`config.mk`:
```
export PLATFORM = sky130hd
export DESIGN_NAME = htable_lookup_resp
export DESIGN_NICKNAME = d
export VERILOG_FILES = /design/src/htable_pkg.sv /design/src/db_pkg.sv /design/src/htable_lookup_resp.sv
export SDC_FILE = /design/constraint.sdc
export NUM_CORES = 1
export LEC_CHECK = 0
export BUFFER_PORTS_ARGS = -buffer_cell sky130_fd_sc_hd__buf_2
export CORE_ASPECT_RATIO = 1.25
export CORE_MARGIN = 3
export CORE_UTILIZATION = 41
export DETAILED_ROUTE_END_ITERATION = 16
export GPL_TIMING_DRIVEN = 1
export PLACE_DENSITY = 0.85
export RECOVER_POWER = 100
export SLEW_MARGIN = 30
export SYNTH_ARGS = -nofsm -noshare
export SYNTH_HDL_FRONTEND = slang
export SYNTH_SLANG_ARGS = --single-unit
```
`constraint.sdc`:
```
create_clock -name clk -period 1.6 [get_ports clk]
set_input_delay 0.16 -clock clk [delete_from_list [all_inputs] [get_ports clk]]
set_output_delay 0.16 -clock clk [all_outputs]
set_load 0.05 [all_outputs]
```
`src/htable_pkg.sv`:
```
package htable_pkg;

    // ---------------------------------------------------------------------
    // Table geometry
    // ---------------------------------------------------------------------

    // Key and value widths as stored in a slot
    localparam int KEY_W      = 16;
    localparam int VALUE_W    = 16;

    // Slot index width, the hash folds the key down to this
    localparam int HASH_W     = 8;

    // One slot per hash value
    localparam int TABLE_SIZE = 2 ** HASH_W;

    // ---------------------------------------------------------------------
    // Basic types
    // ---------------------------------------------------------------------
    typedef logic [KEY_W-1:0]   key_t;
    typedef logic [VALUE_W-1:0] value_t;
    typedef logic [HASH_W-1:0]  hash_t;

    // Content of one slot
    // Full key kept so that collisions read as misses
    typedef struct packed {
        logic   valid;
        key_t   key;
        value_t value;
    } entry_t;

endpackage : htable_pkg

```
`src/db_pkg.sv`:
```
package db_pkg;

    // ---------------------------------------------------------------------
    // Encodings
    // ---------------------------------------------------------------------

    // Update channel opcode
    typedef enum logic {
        OP_INSERT = 1'b0,
        OP_DELETE = 1'b1
    } op_e;

    // Controller states
    typedef enum logic [1:0] {
        ST_RESET = 2'd0,
        ST_INIT  = 2'd1,
        ST_RUN   = 2'd2
    } ctrl_state_e;

    // ---------------------------------------------------------------------
    // Transaction structs
    // ---------------------------------------------------------------------

    // Update request, qualified by upd_req
    typedef struct packed {
        op_e               op;
        htable_pkg::key_t   key;
        htable_pkg::value_t value;
    } update_req_t;

    // Lookup request, qualified by lkp_req
    typedef struct packed {
        htable_pkg::key_t key;
    } lookup_req_t;

    // Lookup response, qualified by lkp_ack
    typedef struct packed {
        logic               hit;
        htable_pkg::value_t value;
    } lookup_resp_t;

    // Memory write port
    typedef struct packed {
        htable_pkg::hash_t  addr;
        htable_pkg::entry_t data;
    } mem_wr_t;

endpackage : db_pkg

```
`src/htable_lookup_resp.sv`:
```
`timescale 1ns/10ps

module htable_lookup_resp (
    input  logic                 clk,
    input  logic                 arst_n,
    // Read result from the slot array
    input  logic                 rd_vld,
    input  htable_pkg::entry_t   rd_data,
    // Key from the lookup hash unit, one cycle ahead of rd_data
    input  htable_pkg::key_t     hashed_key,
    // Response to the application
    output logic                 lkp_ack,
    output db_pkg::lookup_resp_t lkp_resp
);
    import htable_pkg::*;

    key_t key_d;
    logic key_match;
    logic hit;

    // ---------------------------------------------------------------------
    // Key alignment
    // ---------------------------------------------------------------------

    // Captured on the same edge the memory reads
    always_ff @(posedge clk) begin
        key_d <= hashed_key;
    end

    // ---------------------------------------------------------------------
    // Compare and respond
    // ---------------------------------------------------------------------
    assign key_match = (rd_data.key == key_d);

    // Colliding key or empty slot reads as a miss
    assign hit = rd_data.valid && key_match;

    always_ff @(posedge clk or negedge arst_n) begin
        if (!arst_n) begin
            lkp_ack  <= 1'b0;
            lkp_resp <= '0;
        end else begin
            lkp_ack        <= rd_vld;
            lkp_resp.hit   <= rd_vld && hit;
            // Zero value on a miss
            lkp_resp.value <= (rd_vld && hit) ? rd_data.value : '0;
        end
    end

    // Every slot read was cleared by the init sweep
    a_rd_valid_known : assert property (@(posedge clk) disable iff (!arst_n)
        rd_vld |-> !$isunknown(rd_data.valid))
        else $error("lookup read returned a slot that was never cleared");

endmodule : htable_lookup_resp

```
==> out/results.tsv <==
stage	metric	value	unit
cts	clockBufferDepth	2	
floorplan	start_util	44.25	%
setup_path	cp-startpoint	key_d[5]$_DFF_P_	
cts	cts.sinks	34	
routing	dr.pass1.iters	3	
final_layout	drive_gt1_share	40.00	%
final_layout	num_antenna_cells	0	
timing	fin_crit	1.343	ns
final_layout	layout.nets	221	
global_routing	grt_max_degree	19	
cts	clk_latency	0.33	ns
routing	vias_per_cell	4.360	
logic_synthesis	ys_ff_latch	34	
power	switchingPower	0.3201	mW
final_layout	instances_no_fill	203	
timing	max_freq	744.4	MHz
floorplan	core	2502	um^2
global_routing	grt-ovfl-total	0	
setup_path	cp_max_fo	17	
setup_path	cp.required	1.87	ns
setup_path	r2r_start	key_d[5]$_DFF_P_	
place	gp_congestion	0.6573	
floorplan	die_w	52.48	um
final_layout	nFillCells	202	
logic_synthesis	yosys_warnings	0	
logic_synthesis	synth_cells	75	
timing	finalSetupViolCount	0	
cts	cts_max_level	2	
run	maxCapViolCount	0	
global_routing	track_usage	16.18	%
power	power	1.461	mW
floorplan	die_h	64.11	um
setup_path	cp_data_arrival_time	1.62	ns
timing	hold_viol_final	0	
floorplan	die-area	3364	um^2
setup_path	crit_type	register to register	
status	outcome	finished clean	
logic_synthesis	synth_fp_nets	127	
floorplan	row_count	20	
logic_synthesis	synthDistinctLibCells	14	
timing	tightest_slew	0.8575	ns
timing	rsz0062_at_grt	no	
power	p_clk_share	28.3	%
worst_hold_path	hold_class	input port to register	
place	io_buffers	69	
setup_path	startpoint_type	register	
cts	cts_buffers	5	
logic_synthesis	ys_seq_area_share	69.60	%
routing	drt-total-wl	2441	um
cts	post_cts_resized	0	
timing	maxSlewViolCount	0	
power	p_seq_share	60.6	%
routing	drc	0	
global_routing	grt_pass1_vias	882	
final_layout	syn2layout_area_growth	53.11	%
setup_path	timing.critical_path.to	lkp_resp[0]$_DFF_PN0_	
floorplan	io-pin-count	70	
setup_path	r2r-end	lkp_resp[0]$_DFF_PN0_	
routing	wl_per_cell	12.02	um
power	switching_share	21.91	%
logic_synthesis	avgSynthCellArea	14.76	um^2
timing	skew	0.004080	ns
power	powerDensity	861.8	nW/um^2
setup_path	rrSetupSlack	0.26	ns
routing	vias	885	
power	p_leak	0.8705	nW
timing	fin_crit_sh	83.96	%
power	ir_drop	0.0005974	V
setup_path	reg2regPathDepth	5	
cts	cts_tree	done	
power	comb_power_share	11.2	%
place	place_inst	177	
logic_synthesis	synth_area	1107	um^2
cts	post_cts_buffers	0	
routing	ant_nets	0	
global_routing	grt_pass1_wl	3726	um
cts	path_clk_slew	0.09	ns
timing	setup_tns	0	ns
cts	clockRootBuffer	clkbuf_4	
global_routing	antenna_found_initial	0	
timing	max_slew_margin	42.83	%
setup_path	end_kind	register	
routing	initialDrtViolationCount	13	
power	internal_power	1.141	mW
cts	hold_buffers	18	
cells in the mapped netlist (all sizes together):
cell   number  share of area, %
nor4        2               3.1
and3       16               9.8
and2        1              0.68
dfrtp      18                41
xnor2      12               9.5
xor2        4               3.2
dfxtp      16                29
buf         2               1.7
nand4       2               1.1
nand3       2               1.4
cell usage in the layout, fill, tap and decap left out:
master	n
nor4_4	1
and3_1	9
nand3_1	1
clkinv_1	1
nand3_2	1
and2_2	1
clkbuf_4	5
buf_2	49
dfxtp_1	16
nand4_1	2
buf_4	2
dlygate4sd3_1	18
clkbuf_1	21
xor2_1	4
dfrtp_1	18
xnor2_1	12
clkinv_2	1
nor4_2	1
and3_2	7
cell type report:
class | count | area [um^2] | area share, %
Clock buffer | 6 | 41.29 | 2.435
Multi-Input combinational cell | 39 | 317.8 | 18.75
Tap cell | 33 | 41.29 | 2.435
Clock inverter | 2 | 8.758 | 0.5166
Timing Repair Buffer | 89 | 515.5 | 30.41
Sequential cell | 34 | 770.7 | 45.46
registers in the layout (all words and copies together), names as in the netlist:
signal	count
lkp_resp	17
lkp_ack	1
key_d	16
metal layers:
layer  wire length [um]  global-route usage (%)  vias up  part of all wire [%]
met3                308                   7.925        8                    13
met2               1306                   29.50       52                    54
met4                 58                   8.626        0                   2.4
met5                  0                       0        -                     0
met1                767                   13.49      385                    31
li1                   -                       -      440                     -
logic make-up (layout without fill, tap and decap cells):
kind of cell,Yosys count,after routing,share of synthesized area (%)
buffers and inverters,2,97,1.695
flip-flops,34,34,69.60
XOR/XNOR,16,16,12.65
AND/OR/NAND/NOR,23,23,16.04
worst min-delay path by stage:
stage | from | endpoint | slack, ns | cells after the start
after floorplan | arst_n | lkp_ack$_DFF_PN0_ | -0.14 | 0
after global placement | arst_n | lkp_resp[12]$_DFF_PN0_ | 0.09 | 1
after detailed placement | arst_n | lkp_resp[7]$_DFF_PN0_ | 0.09 | 1
after CTS | rd_data[14] | lkp_resp[14]$_DFF_PN0_ | 0.05 | 2
after global routing | rd_data[14] | lkp_resp[14]$_DFF_PN0_ | 0.04 | 2
final | rd_data[11] | lkp_resp[11]$_DFF_PN0_ | 0.06 | 2
worst max-delay path: stages (launching register included):
cell and delay [ns]:
dfxtp_1 0.31, xnor2_1 0.16, nand4_1 0.16, nor4_4 0.26
buf_4 0.21, and3_2 0.19
metrics by stage:
stage | setup slack (ns) | hold slack [ns] | cell area, um^2 | util [%]
floorplan | 0.3004 | -0.1356 | 1107 | -
global placement | 0.2932 | 0.08743 | 1490 | 59.55
detailed placement | 0.2428 | 0.08871 | 1490 | 59.55
CTS | 0.2205 | 0.04702 | 1720 | 68.75
global route | 0.1104 | 0.03543 | 1695 | 67.75
finish | 0.2566 | 0.06230 | 1695 | 67.75
power by group through the flow:
stage / sequential, mW / clock [mW] / combinational, mW
after detailed placement: 0.903 / 0 / 0.131
after floorplan: 0.907 / 0 / 0.0483
after CTS: 0.885 / 0.432 / 0.165
after global routing: 0.888 / 0.478 / 0.181
after global placement: 0.902 / 0 / 0.126
final: 0.885 / 0.413 / 0.163
(Power assumes the default switching activity.)
