[config.mk]
export PLATFORM = sky130hd
export DESIGN_NAME = htable_ctrl
export DESIGN_NICKNAME = d
export VERILOG_FILES = /design/src/htable_pkg.sv /design/src/db_pkg.sv /design/src/htable_ctrl.sv
export SDC_FILE = /design/constraint.sdc
export NUM_CORES = 1
export LEC_CHECK = 0
export ABC_CLOCK_PERIOD_IN_PS = 1700
export BUFFER_PORTS_ARGS = -buffer_cell sky130_fd_sc_hd__buf_2
export CAP_MARGIN = 0
export CELL_PAD_IN_SITES_DETAIL_PLACEMENT = 0
export CELL_PAD_IN_SITES_GLOBAL_PLACEMENT = 1
export CORE_MARGIN = 8
export CORE_UTILIZATION = 22
export CTS_CLUSTER_DIAMETER = 40
export CTS_CLUSTER_SIZE = 12
export DETAILED_ROUTE_END_ITERATION = 7
export PLACE_DENSITY_LB_ADDON = 0.1
export SYNTH_ARGS = -nofsm -noshare
export SYNTH_HDL_FRONTEND = slang
export SYNTH_SLANG_ARGS = --single-unit
[constraint.sdc]
create_clock -name clk -period 1.7 [get_ports clk]
set_clock_uncertainty 0.2 [all_clocks]
set_input_delay 0.085 -clock clk [delete_from_list [all_inputs] [get_ports clk]]
set_output_delay 0.085 -clock clk [all_outputs]
set_load 0.005 [all_outputs]
[src/htable_pkg.sv]
package htable_pkg;

    // ---------------------------------------------------------------------
    // Table geometry
    // ---------------------------------------------------------------------

    // Key and value widths as stored in a slot
    localparam int KEY_W      = 16;
    localparam int VALUE_W    = 16;

    // Slot index width, the hash folds the key down to this
    localparam int HASH_W     = 8;

    // One slot per hash value
    localparam int TABLE_SIZE = 2 ** HASH_W;

    // ---------------------------------------------------------------------
    // Basic types
    // ---------------------------------------------------------------------
    typedef logic [KEY_W-1:0]   key_t;
    typedef logic [VALUE_W-1:0] value_t;
    typedef logic [HASH_W-1:0]  hash_t;

    // Content of one slot
    // Full key kept so that collisions read as misses
    typedef struct packed {
        logic   valid;
        key_t   key;
        value_t value;
    } entry_t;

endpackage : htable_pkg

[src/db_pkg.sv]
package db_pkg;

    // ---------------------------------------------------------------------
    // Encodings
    // ---------------------------------------------------------------------

    // Update channel opcode
    typedef enum logic {
        OP_INSERT = 1'b0,
        OP_DELETE = 1'b1
    } op_e;

    // Controller states
    typedef enum logic [1:0] {
        ST_RESET = 2'd0,
        ST_INIT  = 2'd1,
        ST_RUN   = 2'd2
    } ctrl_state_e;

    // ---------------------------------------------------------------------
    // Transaction structs
    // ---------------------------------------------------------------------

    // Update request, qualified by upd_req
    typedef struct packed {
        op_e               op;
        htable_pkg::key_t   key;
        htable_pkg::value_t value;
    } update_req_t;

    // Lookup request, qualified by lkp_req
    typedef struct packed {
        htable_pkg::key_t key;
    } lookup_req_t;

    // Lookup response, qualified by lkp_ack
    typedef struct packed {
        logic               hit;
        htable_pkg::value_t value;
    } lookup_resp_t;

    // Memory write port
    typedef struct packed {
        htable_pkg::hash_t  addr;
        htable_pkg::entry_t data;
    } mem_wr_t;

endpackage : db_pkg

[src/htable_ctrl.sv]
`timescale 1ns/10ps

module htable_ctrl (
    input  logic                clk,
    input  logic                arst_n,
    // Hashed update from the update hash unit
    input  logic                upd_req,
    input  htable_pkg::hash_t   upd_hash,
    input  db_pkg::update_req_t upd,
    // Status and ready levels
    output logic                init_done,
    output logic                upd_rdy,
    output logic                lkp_rdy,
    output logic                upd_ack,
    // Memory write port
    output logic                wr_en,
    output db_pkg::mem_wr_t     wr
);
    import htable_pkg::*;
    import db_pkg::*;

    ctrl_state_e state;
    ctrl_state_e state_nxt;
    hash_t       sweep_cnt;
    logic        sweep_last;
    logic        upd_wr;
    entry_t      upd_entry;

    // ---------------------------------------------------------------------
    // State machine
    // ---------------------------------------------------------------------

    // Last slot of the clear sweep
    assign sweep_last = (sweep_cnt == hash_t'(TABLE_SIZE - 1));

    always_comb begin
        state_nxt = state;
        case (state)
            ST_RESET: begin
                state_nxt = ST_INIT;
            end
            ST_INIT: begin
                if (sweep_last) begin
                    state_nxt = ST_RUN;
                end
            end
            ST_RUN: begin
                state_nxt = ST_RUN;
            end
            default: begin
                state_nxt = ST_RESET;
            end
        endcase
    end

    always_ff @(posedge clk or negedge arst_n) begin
        if (!arst_n) begin
            state <= ST_RESET;
        end else begin
            state <= state_nxt;
        end
    end

    // Sweep address, one slot per cycle in ST_INIT
    always_ff @(posedge clk or negedge arst_n) begin
        if (!arst_n) begin
            sweep_cnt <= '0;
        end else if (state == ST_INIT) begin
            sweep_cnt <= sweep_cnt + 1'b1;
        end
    end

    // Ready once the table is clear
    assign init_done = (state == ST_RUN);
    assign upd_rdy   = init_done;
    assign lkp_rdy   = init_done;

    // ---------------------------------------------------------------------
    // Write port
    // ---------------------------------------------------------------------
    assign upd_wr = upd_req && (state == ST_RUN);

    // Delete leaves an all-zero slot
    always_comb begin
        upd_entry = '0;
        if (upd.op == OP_INSERT) begin
            upd_entry.valid = 1'b1;
            upd_entry.key   = upd.key;
            upd_entry.value = upd.value;
        end
    end

    // Clear during init, hashed update afterwards
    always_comb begin
        wr_en = 1'b0;
        wr    = '0;
        if (state == ST_INIT) begin
            wr_en   = 1'b1;
            wr.addr = sweep_cnt;
        end else if (upd_wr) begin
            wr_en   = 1'b1;
            wr.addr = upd_hash;
            wr.data = upd_entry;
        end
    end

    // Ack on the cycle after the write edge
    always_ff @(posedge clk or negedge arst_n) begin
        if (!arst_n) begin
            upd_ack <= 1'b0;
        end else begin
            upd_ack <= upd_wr;
        end
    end

    // Application only issues updates while upd_rdy is high
    a_upd_in_run : assert property (@(posedge clk) disable iff (!arst_n)
        upd_req |-> (state == ST_RUN))
        else $error("hashed update arrived before init completed");

endmodule : htable_ctrl

==> results.cfg <==
[sta]
achievable-frequency_ghz = 0.533
worst_pin_slew_ns = 0.254
finalSetupViolations = 41
hold_fails_final_rpt = 0
slew_hr = 0.831
period_minus_slack_ns = 1.88
post-route-worst-setup-slack_ns = -0.177
grt_setup_unrepaired = yes
slew_violations = 0
share_of_the_clock_period_used_by_the_worst_path_after_layout = 1.10
totalNegativeSetupSlack_ns = -5.61

[layout]
final_net_count = 257
final_util = 0.467
area_growth_syn_to_layout_pct = 101
n_antenna_cell = 0
multi_input_comb_area_sq_um = 592
drive_gt1_frac = 0.644
final.fill_count = 375
area.sequential_sq_um = 275

[synthesis]
syn-instance-count = 102
post_synth.cell_area_avg_sq_um = 8.46
ys_ff_latch = 11
netlist-cell-type-count = 21
yosys_warnings = 0
synth_seq_area_share = 0.319
summed_instance_area_of_the_synthesized_netlist_sq_um = 863
synth_fp_nets = 150

[global_routing]
grt.total_usage = 0.106
grt_pass1_vias = 995
grt_start_max_net_pins = 17
grt_antenna_before_repair = 0
grt_first_pass_wirelength_um = 5340
final_global_route_overflow_total = 0

[floorplan]
fp.coreArea_sq_um = 3720
io-pin-count = 90
die_width_um = 78.6
design.die.area_sq_um = 6190
row_count = 22
floorplan.die.height_um = 78.6
starting_utilization_of_the_core_area = 0.232

[clock_network]
cts_num_sinks = 11
cts_root_buffer = sky130_fd_sc_hd__clkbuf_8
worst_skew_pair.late_latency_ns = 0.23
tritoncts.num_buffers = 3
cts-root-to-sink-buffers = 2
h-tree-depth = 1
clk_pin_slew_worst_paths_ns = 0.05
cts_tree = yes

[power]
p_sw_frac = 0.188
pwr_density_cell_nw_per_um2 = 328
irDropWorstVdd_mv = 0.320
internal_cell_power_mw = 0.462
power_frac_clock = 0.444
switching_power_mw = 0.107
combinationalPowerShare = 0.095
fin_total_pwr_mw = 0.569
seq_power_share = 0.461
power_leakage_nw = 1.00

[outcome]
violations = setup timing
outcome = complete, but fails checks

[setup_path]
critical_path_end_type = output port
timing.reg2reg.setup_slack_ns = 0.01
worst_ep_arrival_time_ns = 1.59
path_class = flop to output port
worstPathRequired_ns = 1.41
critPathLaunchType = flop
crit_path_max_fanout = 4

[run]
drv.max_cap_violation_count = 0

[drt]
drt_iter0_drc = 46
vias_per_cell = 4.11
wl_um = 3510
drc = 0
dr_total_vias = 1052
average_detailed_routed_wire_length_per_instance_um = 13.7
antenna_left = 0
detailedRoute.firstPassIterationCount = 4

[place]
buffer_ports.inserted = 89
hpwlAfterDp_um = 2760
place.gp.congestion = 0.791

[worst_hold_path]
min_delay_path_class = primary input to flop
## layout make-up
type	instances	share of cell area
multi-input cells	81	0.341
flip-flops and latches	11	0.159
clock buffers	4	0.0260
repair buffers	109	0.433
inverters	3	0.00649
well taps	48	0.0346
## power by group through the flow
stage,Sequential (mW),Combinational [mW],Clock [mW]
finish,0.262,0.0538,0.253
global route,0.262,0.0611,0.283
CTS,0.262,0.0538,0.262
detailed placement,0.267,0.0508,0
global placement,0.267,0.0496,0
floorplan,0.267,0.000840,0
## stage by stage
stage	setup WS [ns]	hold slack, ns	instances	instance area [sq um]
5_1_grt	-0.265	0.0664	256	1730
4_1_cts	-0.158	0.0403	253	1630
3_5_place_dp	-0.0115	-0.230	240	1400
3_3_place_gp	0.0334	-0.229	240	1400
6_report	-0.177	0.0301	256	1730
2_1_floorplan	0.134	-0.411	102	863
## worst max-delay path: stages, from the launching register on
cell	delay, ns
sky130_fd_sc_hd__dfrtp_1	0.40
sky130_fd_sc_hd__inv_2	0.09
sky130_fd_sc_hd__ha_4	0.15
sky130_fd_sc_hd__nand2_4	0.06
sky130_fd_sc_hd__nor3_4	0.14
sky130_fd_sc_hd__buf_6	0.16
sky130_fd_sc_hd__clkbuf_16	0.13
sky130_fd_sc_hd__and2_4	0.13
sky130_fd_sc_hd__buf_6	0.09
## flip-flops by register name (all words and copies together), names as in the netlist
name       count
sweep_cnt      8
state          2
upd_ack        1
## path summary, 6_finish.rpt
| check | from | end | depth (start not counted) |
|---|---|---|---|
| max in group asynchronous | arst_n | sweep_cnt[1]$_DFFE_PN0P_ | 2 |
| min in group asynchronous | arst_n | state[0]$_DFFE_PN0P_ | 2 |
| setup / recovery | state[0]$_DFFE_PN0P_ | wr[10] | 8 |
| setup reg to reg | state[1]$_DFFE_PN0P_ | sweep_cnt[3]$_DFFE_PN0P_ | 6 |
| hold reg to reg | sweep_cnt[7]$_DFFE_PN0P_ | sweep_cnt[7]$_DFFE_PN0P_ | 1 |
| hold / removal | upd_req | upd_ack$_DFF_PN0_ | 3 |
## synth_stat cells
master	instances	area [sq um]
sky130_fd_sc_hd__a22o_1	2	17.5
sky130_fd_sc_hd__and2_1	32	200
sky130_fd_sc_hd__and3_1	1	6.26
sky130_fd_sc_hd__buf_2	3	15.0
sky130_fd_sc_hd__buf_4	4	30.0
sky130_fd_sc_hd__dfrtp_1	11	275
sky130_fd_sc_hd__ha_1	4	50.1
sky130_fd_sc_hd__inv_1	3	11.3
sky130_fd_sc_hd__mux2_1	2	22.5
sky130_fd_sc_hd__mux2_2	1	11.3
sky130_fd_sc_hd__nand2_1	16	60.1
sky130_fd_sc_hd__nand2b_1	1	6.26
sky130_fd_sc_hd__nand3_1	1	5.00
sky130_fd_sc_hd__nand4_1	2	12.5
sky130_fd_sc_hd__nand4_2	1	12.5
sky130_fd_sc_hd__nor2_1	3	11.3
sky130_fd_sc_hd__nor3_4	1	16.3
sky130_fd_sc_hd__o21ai_0	6	30.0
sky130_fd_sc_hd__o21ai_2	1	8.76
sky130_fd_sc_hd__xnor2_1	4	35.0
sky130_fd_sc_hd__xor2_1	3	26.3
## kinds of logic after synthesis
| logic type | synth area share |
|---|---|
| and+or+nand+nor | 0.383 |
| DFF | 0.319 |
| buffers and inverters | 0.0652 |
| AOI/OAI and AO/OA | 0.0652 |
| xor gates and xnor gates | 0.0710 |
| adders and majority gates | 0.0580 |
| muxes | 0.0391 |
## cell usage in the layout (no fill, tap or decap)
cell type,n
sky130_fd_sc_hd__inv_1,2
sky130_fd_sc_hd__dfrtp_1,11
sky130_fd_sc_hd__and3_1,1
sky130_fd_sc_hd__nor3_4,1
sky130_fd_sc_hd__ha_2,1
sky130_fd_sc_hd__ha_1,2
sky130_fd_sc_hd__buf_16,2
sky130_fd_sc_hd__nand2_4,1
sky130_fd_sc_hd__nand2b_1,1
sky130_fd_sc_hd__o21ai_2,1
sky130_fd_sc_hd__o21ai_0,6
sky130_fd_sc_hd__xor2_1,3
sky130_fd_sc_hd__clkbuf_16,1
sky130_fd_sc_hd__inv_2,1
sky130_fd_sc_hd__mux2_1,2
sky130_fd_sc_hd__ha_4,1
sky130_fd_sc_hd__nand3_1,1
sky130_fd_sc_hd__clkbuf_8,3
sky130_fd_sc_hd__and2_4,12
sky130_fd_sc_hd__buf_2,77
sky130_fd_sc_hd__nor2_2,3
sky130_fd_sc_hd__a22o_1,2
sky130_fd_sc_hd__nand4_1,2
sky130_fd_sc_hd__dlygate4sd3_1,1
sky130_fd_sc_hd__buf_4,13
sky130_fd_sc_hd__buf_12,1
sky130_fd_sc_hd__buf_6,14
sky130_fd_sc_hd__xnor2_1,4
sky130_fd_sc_hd__clkbuf_1,1
sky130_fd_sc_hd__and2_1,20
sky130_fd_sc_hd__nand2_1,15
sky130_fd_sc_hd__nand4_2,1
sky130_fd_sc_hd__mux2_2,1
## routing by layer
layer,routed length (um),GRT usage
met5,0,0
met4,0,0.0111
met3,237,0.0308
met1,1330,0.115
met2,1950,0.201
## timing repair
item	in CTS	in global routing
pin swaps	5	7
hold endpoints to repair	11	0
cloned	2	1
setup buffers	6	2
hold buffers	1	0
resized for setup	20	17
endpoints found under the setup margin	42	44
Power figures use the tool's default switching activity.
