## config.mk

```make
export PLATFORM = sky130hd
export DESIGN_NAME = htable_hash
export DESIGN_NICKNAME = d
export VERILOG_FILES = /design/src/htable_pkg.sv /design/src/db_pkg.sv /design/src/htable_hash.sv
export SDC_FILE = /design/constraint.sdc
export NUM_CORES = 1
export LEC_CHECK = 0
export ABC_AREA = 1
export BUFFER_PORTS_ARGS = -buffer_cell sky130_fd_sc_hd__buf_4
export CORE_MARGIN = 3
export CORE_UTILIZATION = 37
export CTS_CLUSTER_DIAMETER = 120
export CTS_CLUSTER_SIZE = 40
export DETAILED_ROUTE_END_ITERATION = 8
export PLACE_DENSITY = 0.84
export RECOVER_POWER = 100
export SLEW_MARGIN = 20
export SYNTH_ARGS = -nofsm -noshare
export SYNTH_HDL_FRONTEND = slang
export SYNTH_SLANG_ARGS = --single-unit
```

## constraint.sdc

```tcl
create_clock -name clk -period 0.8 [get_ports clk]
set_input_delay 0 -clock clk [delete_from_list [all_inputs] [get_ports clk]]
set_output_delay 0 -clock clk [all_outputs]
set_load 0.01 [all_outputs]
```

## src/htable_pkg.sv

```systemverilog
package htable_pkg;

    // ---------------------------------------------------------------------
    // Table geometry
    // ---------------------------------------------------------------------

    // Key and value widths as stored in a slot
    localparam int KEY_W      = 16;
    localparam int VALUE_W    = 16;

    // Slot index width, the hash folds the key down to this
    localparam int HASH_W     = 8;

    // One slot per hash value
    localparam int TABLE_SIZE = 2 ** HASH_W;

    // ---------------------------------------------------------------------
    // Basic types
    // ---------------------------------------------------------------------
    typedef logic [KEY_W-1:0]   key_t;
    typedef logic [VALUE_W-1:0] value_t;
    typedef logic [HASH_W-1:0]  hash_t;

    // Content of one slot
    // Full key kept so that collisions read as misses
    typedef struct packed {
        logic   valid;
        key_t   key;
        value_t value;
    } entry_t;

endpackage : htable_pkg

```

## src/db_pkg.sv

```systemverilog
package db_pkg;

    // ---------------------------------------------------------------------
    // Encodings
    // ---------------------------------------------------------------------

    // Update channel opcode
    typedef enum logic {
        OP_INSERT = 1'b0,
        OP_DELETE = 1'b1
    } op_e;

    // Controller states
    typedef enum logic [1:0] {
        ST_RESET = 2'd0,
        ST_INIT  = 2'd1,
        ST_RUN   = 2'd2
    } ctrl_state_e;

    // ---------------------------------------------------------------------
    // Transaction structs
    // ---------------------------------------------------------------------

    // Update request, qualified by upd_req
    typedef struct packed {
        op_e               op;
        htable_pkg::key_t   key;
        htable_pkg::value_t value;
    } update_req_t;

    // Lookup request, qualified by lkp_req
    typedef struct packed {
        htable_pkg::key_t key;
    } lookup_req_t;

    // Lookup response, qualified by lkp_ack
    typedef struct packed {
        logic               hit;
        htable_pkg::value_t value;
    } lookup_resp_t;

    // Memory write port
    typedef struct packed {
        htable_pkg::hash_t  addr;
        htable_pkg::entry_t data;
    } mem_wr_t;

endpackage : db_pkg

```

## src/htable_hash.sv

```systemverilog
`timescale 1ns/10ps

module htable_hash (
    input  logic                clk,
    input  logic                arst_n,
    // Request in
    input  logic                in_req,
    input  htable_pkg::key_t    in_key,
    input  db_pkg::update_req_t in_ctx,
    // Hashed request out, one cycle later
    output logic                out_req,
    output htable_pkg::hash_t   out_hash,
    output db_pkg::update_req_t out_ctx
);
    import htable_pkg::*;

    hash_t fold;

    // High key byte folded onto low key byte
    assign fold = in_key[KEY_W-1:HASH_W] ^ in_key[HASH_W-1:0];

    // Request strobe
    always_ff @(posedge clk or negedge arst_n) begin
        if (!arst_n) begin
            out_req <= 1'b0;
        end else begin
            out_req <= in_req;
        end
    end

    // Hash and context travel with the strobe
    always_ff @(posedge clk) begin
        out_hash <= fold;
        out_ctx  <= in_ctx;
    end

    // Upstream strobe must be clean once out of reset
    a_req_known : assert property (@(posedge clk) disable iff (!arst_n)
        !$isunknown(out_req))
        else $error("hash unit request strobe unknown");

endmodule : htable_hash

```

==> results.toml, run 1 <==
[die]
die_x_um = 57.88
std_cell_rows = 18
num_io_pins = 94
initial_core_util_pct = 39.48
die_y_um = 57.88

[clocking]
cts_buffers = 5
cts_setup_buffers = 0
root_buffer = "clkbuf_4"
cts.path.max_buffers = 2
clock-sinks = 42
htreeDepth = 2

[logic_synthesis]
synth_compound_area_share_pct = 0
syn_nets = 134
syn_area_um2 = 996.0
yosysSeqAreaShare_pct = 84.92
synthTopCellsByCount = "dfxtp_1 (41), nand2_1 (24), inv_1 (16), dfrtp_1 (1)"
syn-instance-count = 82
synth_top_family_by_area = "simple AND/OR/NAND/NOR gates"
synth.top_cell.area_share_pct = 82.41
yosys.area.top_type = "dfxtp_1"
synth-async-reset-ratio_pct = 2.381
synthMuxAreaShare_pct = 0
synth_cell_types = 4
yosysWarnings = 0
synth_fa_ha_area_share_pct = 0
ys.flop_type = "dfxtp_1"
yosysMostFrequentCell = "dfxtp_1"
yosys_register_bits = 42
avgSynthCellArea_um2 = 12.15
synth_xor_area_share_pct = 0
synth_area_leaders = "dfxtp_1 (82%), nand2_1 (9.0%), inv_1 (6.0%), dfrtp_1 (2.5%)"
synth_simple_gate_area_share_pct = 9.045
synth_edf_count = 0

[sta]
endpoint_type = "output port"
crit_endpoint = "out_req"

[global_routing]
grt_max_degree = 13
grt_usage_pct = 67.15
antenna_found_initial = 2
grt_overflow = 16

[outcome]
haltStage = "global routing (5_1_grt)"
stop_error = "[ERROR GRT-0232] Routing congestion too high. Check the congestion heatmap in the GUI."
status = "aborted with a tool error"

[place]
gp_routability_congestion = 0.6253
dp_slack_ns = 0.3302
hpwl_um = 2158
place_area_mm2 = 0.001732
io_buffers = 93
-- routing by layer --
metal  overflow  track usage, %
met1          0           67.00
met2         12           85.48
met5          0               0
met4          4           69.54
met3          0           49.89
-- cells by family after synthesis --
family	after synthesis
and+or+nand+nor	24
DFF	42
buffers and inverters	16
-- metrics by stage --
stage                     instances  util [%]  setup TNS (ns)
after CTS                       265     92.21        -0.03359
after detailed placement        205     68.65               0
after floorplan                  82         -               0
after global placement          205     68.65               0
-- what timing repair did --
action                                  CTS
endpoints found under the setup margin    3
hold buffers                             52
hold endpoints to repair                 43
pin swaps                                 0
gates resized for setup                   5
==> inputs of run 2 (changes only) <==
--- a/config.mk
+++ b/config.mk
@@ -7,12 +7,10 @@
 export LEC_CHECK = 0
 export ABC_AREA = 1
 export BUFFER_PORTS_ARGS = -buffer_cell sky130_fd_sc_hd__buf_4
-export CORE_MARGIN = 3
-export CORE_UTILIZATION = 37
-export CTS_CLUSTER_DIAMETER = 120
-export CTS_CLUSTER_SIZE = 40
+export CORE_AREA = 3 3 64 66
 export DETAILED_ROUTE_END_ITERATION = 8
-export PLACE_DENSITY = 0.84
+export DIE_AREA = 0 0 67 69
+export PLACE_DENSITY_LB_ADDON = 0.15
 export RECOVER_POWER = 100
 export SLEW_MARGIN = 20
 export SYNTH_ARGS = -nofsm -noshare
==> results.toml, run 2 <==
[outcome]
status = "finished with violations"
violations = "negative setup slack"

[routing]
via_per_inst = 3.752
drt-initial-drc-count = 26
routed-via-count = 1058
routed_wl_um = 3147
ant_nets = 0
route.detailed.drc = 0
wl_per_cell_um = 11.16
drt-pass1-iter-count = 3

[die]
die_y_um = 69
initial_core_util_pct = 27.41
dieArea_mm2 = 0.004623
std_cell_rows = 22
num_io_pins = 94
core_area_mm2 = 0.003633
die_x_um = 67

[critical_path]
slowest_delay_ns = 0.40
worstSetupEndpointType = "output port"
slowest_stage = "dfrtp_1"
arrival_ns = 0.81
criticalPathCategory = "flip-flop to output port"
worstPathRequired_ns = 0.80
path_cells = "buf_6"
startpoint_type = "flip-flop"
cp.buffers_inverters = 1
path_delay_family = "flip-flops"
cp_max_fo = 1

[logic_synthesis]
synthTopCellsByCount = "dfxtp_1 (41), nand2_1 (24), inv_1 (16), dfrtp_1 (1)"
yosysSeqAreaShare_pct = 84.92
synth.top_cell.area_share_pct = 82.41
yosys.area.top_type = "dfxtp_1"
synth-async-reset-ratio_pct = 2.381
synth_edf_count = 0
syn_area_um2 = 996.0
synth_area_leaders = "dfxtp_1 (82%), nand2_1 (9.0%), inv_1 (6.0%), dfrtp_1 (2.5%)"
yosys_register_bits = 42
ys.flop_type = "dfxtp_1"
syn_nets = 134
synth_cell_types = 4
syn-instance-count = 82
yosysMostFrequentCell = "dfxtp_1"
avgSynthCellArea_um2 = 12.15
yosysWarnings = 0

[finish]
largest_register_ff_count = 33
nFillCells = 335
final_common_cell = "dlygate4sd3_1"
layout.nets = 285
top_register = "out_ctx"
design_area_mm2 = 0.002238
antenna_cells = 0
largest_registers = "out_ctx (33), out_hash (8), out_req (1)"
drive_gt1_share_pct = 32.91
mostFrequentLayoutCells = "dlygate4sd3_1 (51), clkbuf_4 (46), dfxtp_1 (41)"
area_delta_synth_final_pct = 124.7

[pwr]
p_per_area_mw_per_mm2 = 1880
p_leak_uw = 0.001116
peakVddDrop_v = 0.0009018

[sta]
min_period_ns = 0.8055
hold_viol_final = 0
finalMaxSlewViolations = 0
tightest_slew_ns = 0.1671
finalWorstSetupSlack_ns = -0.005473
rsz0062_at_grt = "true"
fmax_mhz = 1242
period_share_pct = 100.7
relSlewSlack_pct = 88.91
holdWs_ns = 0.06430
setup_violations = 1

[clocking]
tritoncts = "yes"
cts_buffers = 5
path_clk_slew_ns = 0.07
clock-sinks = 42
cts.path.max_buffers = 2
htreeDepth = 2
root_buffer = "clkbuf_8"

[global_routing]
met1_usage_pct = 12.36
antenna_found_initial = 0
grt_pass1_vias = 1104
grt_max_degree = 14
grt_pass1_wl_um = 4947
grt_overflow = 0
top_usage_layer = "met2"
use_met2_pct = 28.71
grt_usage_pct = 14.51
met3_usage_pct = 5.212

[place]
gp_routability_congestion = 0.5937
hpwl_um = 1994
io_buffers = 93
place_area_mm2 = 0.001754

[hold_path]
holdCritPathClass = "input port to async pin"

[job]
max_cap_violations = 0
## run 2: cell counts after synthesis
No cell type changed its count.
## run 2: routing by layer
metal	wire length (um)	share of wire, %
met5	0	0
met4	24	0.76
met3	314	10
met2	1803	57
met1	1005	32
## run 2: path summary, 6_finish.rpt
kind | end | cells after the start | start
max in group asynchronous | out_req$_DFF_PN0_ | 2 | arst_n
max | out_req | 1 | out_req$_DFF_PN0_
min in group clk | out_ctx[22]$_DFF_P_ | 2 | in_ctx[22]
min | out_req$_DFF_PN0_ | 2 | arst_n
## run 2: layout make-up
cell class	count	area (um2)	area share, %
sequential	42	845.8	37.79
tap	48	60.06	2.683
timing repair buffer	144	1087	48.57
multi-input combinational	24	90.09	4.025
clock buffer	6	82.58	3.689
inverter	16	60.06	2.683
clock inverter	2	12.51	0.5590
## run 2: cell families (layout without fill, tap and decap cells)
family | after synthesis | count (layout) | share of synthesized area (%)
buf+inv | 16 | 168 | 6.030
simple gates | 24 | 24 | 9.046
flops | 42 | 42 | 84.92
## run 2: stage by stage
step / utilization, % / setup WS, ns / total power, uW / cells / TNS [ns]
final: 61.60 / -0.005473 / 4209 / 282 / -0.005473
after global placement: 48.28 / 0.3230 / 2778 / 223 / 0
after global routing: 61.60 / -0.03717 / 4456 / 282 / -0.08927
after CTS: 64.94 / 0.006290 / 4373 / 282 / 0
after floorplan: - / 0.4244 / 2401 / 82 / 0
after detailed placement: 48.28 / 0.3307 / 2794 / 223 / 0
## run 2: what timing repair did
item,in CTS,in global routing
setup endpoints to repair,0,1
hold endpoints to repair,43,0
setup buffers,0,0
hold buffers,51,0
resized for setup,0,1
## run 2: report_power, final
group	leakage (uW)	total, uW	switching (uW)	internal [uW]
registers	0.000358	2250	33.3	2210
clock network	0.0000472	1350	659	692
logic	0.000711	611	218	393
total	0.00112	4210	910	3300
Power figures use the tool's default switching activity.
==> inputs of run 3 (changes only) <==
--- a/config.mk
+++ b/config.mk
@@ -7,9 +7,11 @@
 export LEC_CHECK = 0
 export ABC_AREA = 1
 export BUFFER_PORTS_ARGS = -buffer_cell sky130_fd_sc_hd__buf_4
-export CORE_AREA = 3 3 64 66
+export CELL_PAD_IN_SITES_DETAIL_PLACEMENT = 0
+export CELL_PAD_IN_SITES_GLOBAL_PLACEMENT = 1
+export CORE_MARGIN = 3
+export CORE_UTILIZATION = 26
 export DETAILED_ROUTE_END_ITERATION = 8
-export DIE_AREA = 0 0 67 69
 export PLACE_DENSITY_LB_ADDON = 0.15
 export RECOVER_POWER = 100
 export SLEW_MARGIN = 20
==> results.toml, run 3 (synthesis results as in run 2) <==
[routing]
route.detailed.drc = 0
via_per_inst = 3.781
routed-via-count = 1055
routed_wl_um = 3066
ant_nets = 0
drt-initial-drc-count = 19
wl_per_cell_um = 10.99
drt-pass1-iter-count = 3

[sta]
period_share_pct = 99.76
tightest_slew_ns = 0.1658
finalMaxSlewViolations = 0
rsz0062_at_grt = "true"
hold_viol_final = 0
setup_violations = 0
relSlewSlack_pct = 88.99
min_period_ns = 0.7981
fmax_mhz = 1253
tns_ns = 0

[critical_path]
startpoint_type = "flip-flop"
criticalPathCategory = "flip-flop to output port"
worstPathRequired_ns = 0.80
path_cells = "buf_6"
worstSetupEndpointType = "output port"
slowest_delay_ns = 0.39
path_delay_family = "flip-flops"
slowest_stage = "dfrtp_1"
cp.buffers_inverters = 1
arrival_ns = 0.80
cp_max_fo = 1

[pwr]
combPwrFrac_pct = 13.3
clockPowerShare_pct = 36.5
p_per_area_mw_per_mm2 = 2011
p_int_uw = 3589
p_sw_share_pct = 19.77
p_switching_uw = 884.3
peakVddDrop_v = 0.001268
p_leak_uw = 0.001085
seq_power_share_pct = 50.2

[hold_path]
holdCritPathClass = "input port to async pin"

[finish]
design_area_mm2 = 0.002225
area_delta_synth_final_pct = 123.4
antenna_cells = 0
largest_registers = "out_ctx (33), out_hash (8), out_req (1)"
top_register = "out_ctx"
utilization_pct = 63.18
largest_register_ff_count = 33
drive_gt1_share_pct = 27.04
layout.nets = 285
mostFrequentLayoutCells = "dlygate4sd3_1 (51), clkbuf_4 (41), dfxtp_1 (41)"
final_common_cell = "dlygate4sd3_1"
final_cells = 279

[die]
initial_core_util_pct = 28.29
die_y_um = 67.89
dieArea_mm2 = 0.004609
std_cell_rows = 21
core_area_mm2 = 0.003521
die_x_um = 67.89
num_io_pins = 94

[global_routing]
grt_pass1_vias = 1123
antenna_found_initial = 0
grt_pass1_wl_um = 4526
grt_usage_pct = 13.57
grt_max_degree = 13
grt_overflow = 0

[clocking]
htreeDepth = 2
cts_setup_buffers = 0
cts.path.max_buffers = 2
root_buffer = "clkbuf_8"
tritoncts = "yes"
path_clk_slew_ns = 0.07
cts_buffers = 5
clock-sinks = 42

[place]
io_buffers = 93
place_area_mm2 = 0.001752
placed_cells = 221
hpwl_um = 1952
gp_routability_congestion = 0.5316

[job]
max_cap_violations = 0

[outcome]
status = "finished clean"
-- run 3: power by group through the flow --
| stage | sequential (uW) | combinational (uW) | clock, uW |
|---|---|---|---|
| floorplan | 2360 | 40.9 | 0 |
| global placement | 2290 | 486 | 0 |
| detailed placement | 2290 | 498 | 0 |
| CTS | 2250 | 699 | 1690 |
| global route | 2260 | 658 | 1750 |
| finish | 2240 | 596 | 1630 |
-- run 3: through the flow --
stage | setup WS [ns] | hold slack [ns] | total power, uW
after floorplan | 0.4244 | -0.2956 | 2401
after global placement | 0.3260 | -0.2245 | 2777
after detailed placement | 0.3209 | -0.2228 | 2792
after CTS | 0.004480 | 0.01545 | 4630
after global routing | -0.02040 | 0.07264 | 4667
final | 0.001917 | 0.06996 | 4474
-- run 3: what timing repair did --
| action | 4_1_cts | 5_1_grt |
|---|---|---|
| resized for setup | 0 | 1 |
| hold endpoints to repair | 43 | 0 |
| hold buffers | 51 | 0 |
| endpoints found under the setup margin | 0 | 1 |
-- run 3: worst max-delay path by stage --
stage	startpoint	to	slack, ns	depth (start not counted)
after floorplan	out_req$_DFF_PN0_	out_req	0.42	0
after global placement	out_req$_DFF_PN0_	out_req	0.33	1
after detailed placement	out_req$_DFF_PN0_	out_req	0.32	1
after CTS	out_req$_DFF_PN0_	out_req	0.004	1
after global routing	out_req$_DFF_PN0_	out_req	-0.02	1
final	out_req$_DFF_PN0_	out_req	0.002	1
-- run 3: final cells by class --
type,instances,area [um2]
Clock inverter,1,30.03
Clock buffer,6,82.58
Tap cell,46,57.56
Sequential cell,42,845.8
Multi-Input combinational cell,24,90.09
Inverter,16,60.06
Timing Repair Buffer,144,1059
Fill cell,327,1296
-- run 3: routing by layer --
metal | wire length [um] | global-route usage (%)
met1 | 971 | 11.00
met2 | 1647 | 26.61
met3 | 387 | 5.911
met4 | 60 | 7.444
met5 | 0 | 0
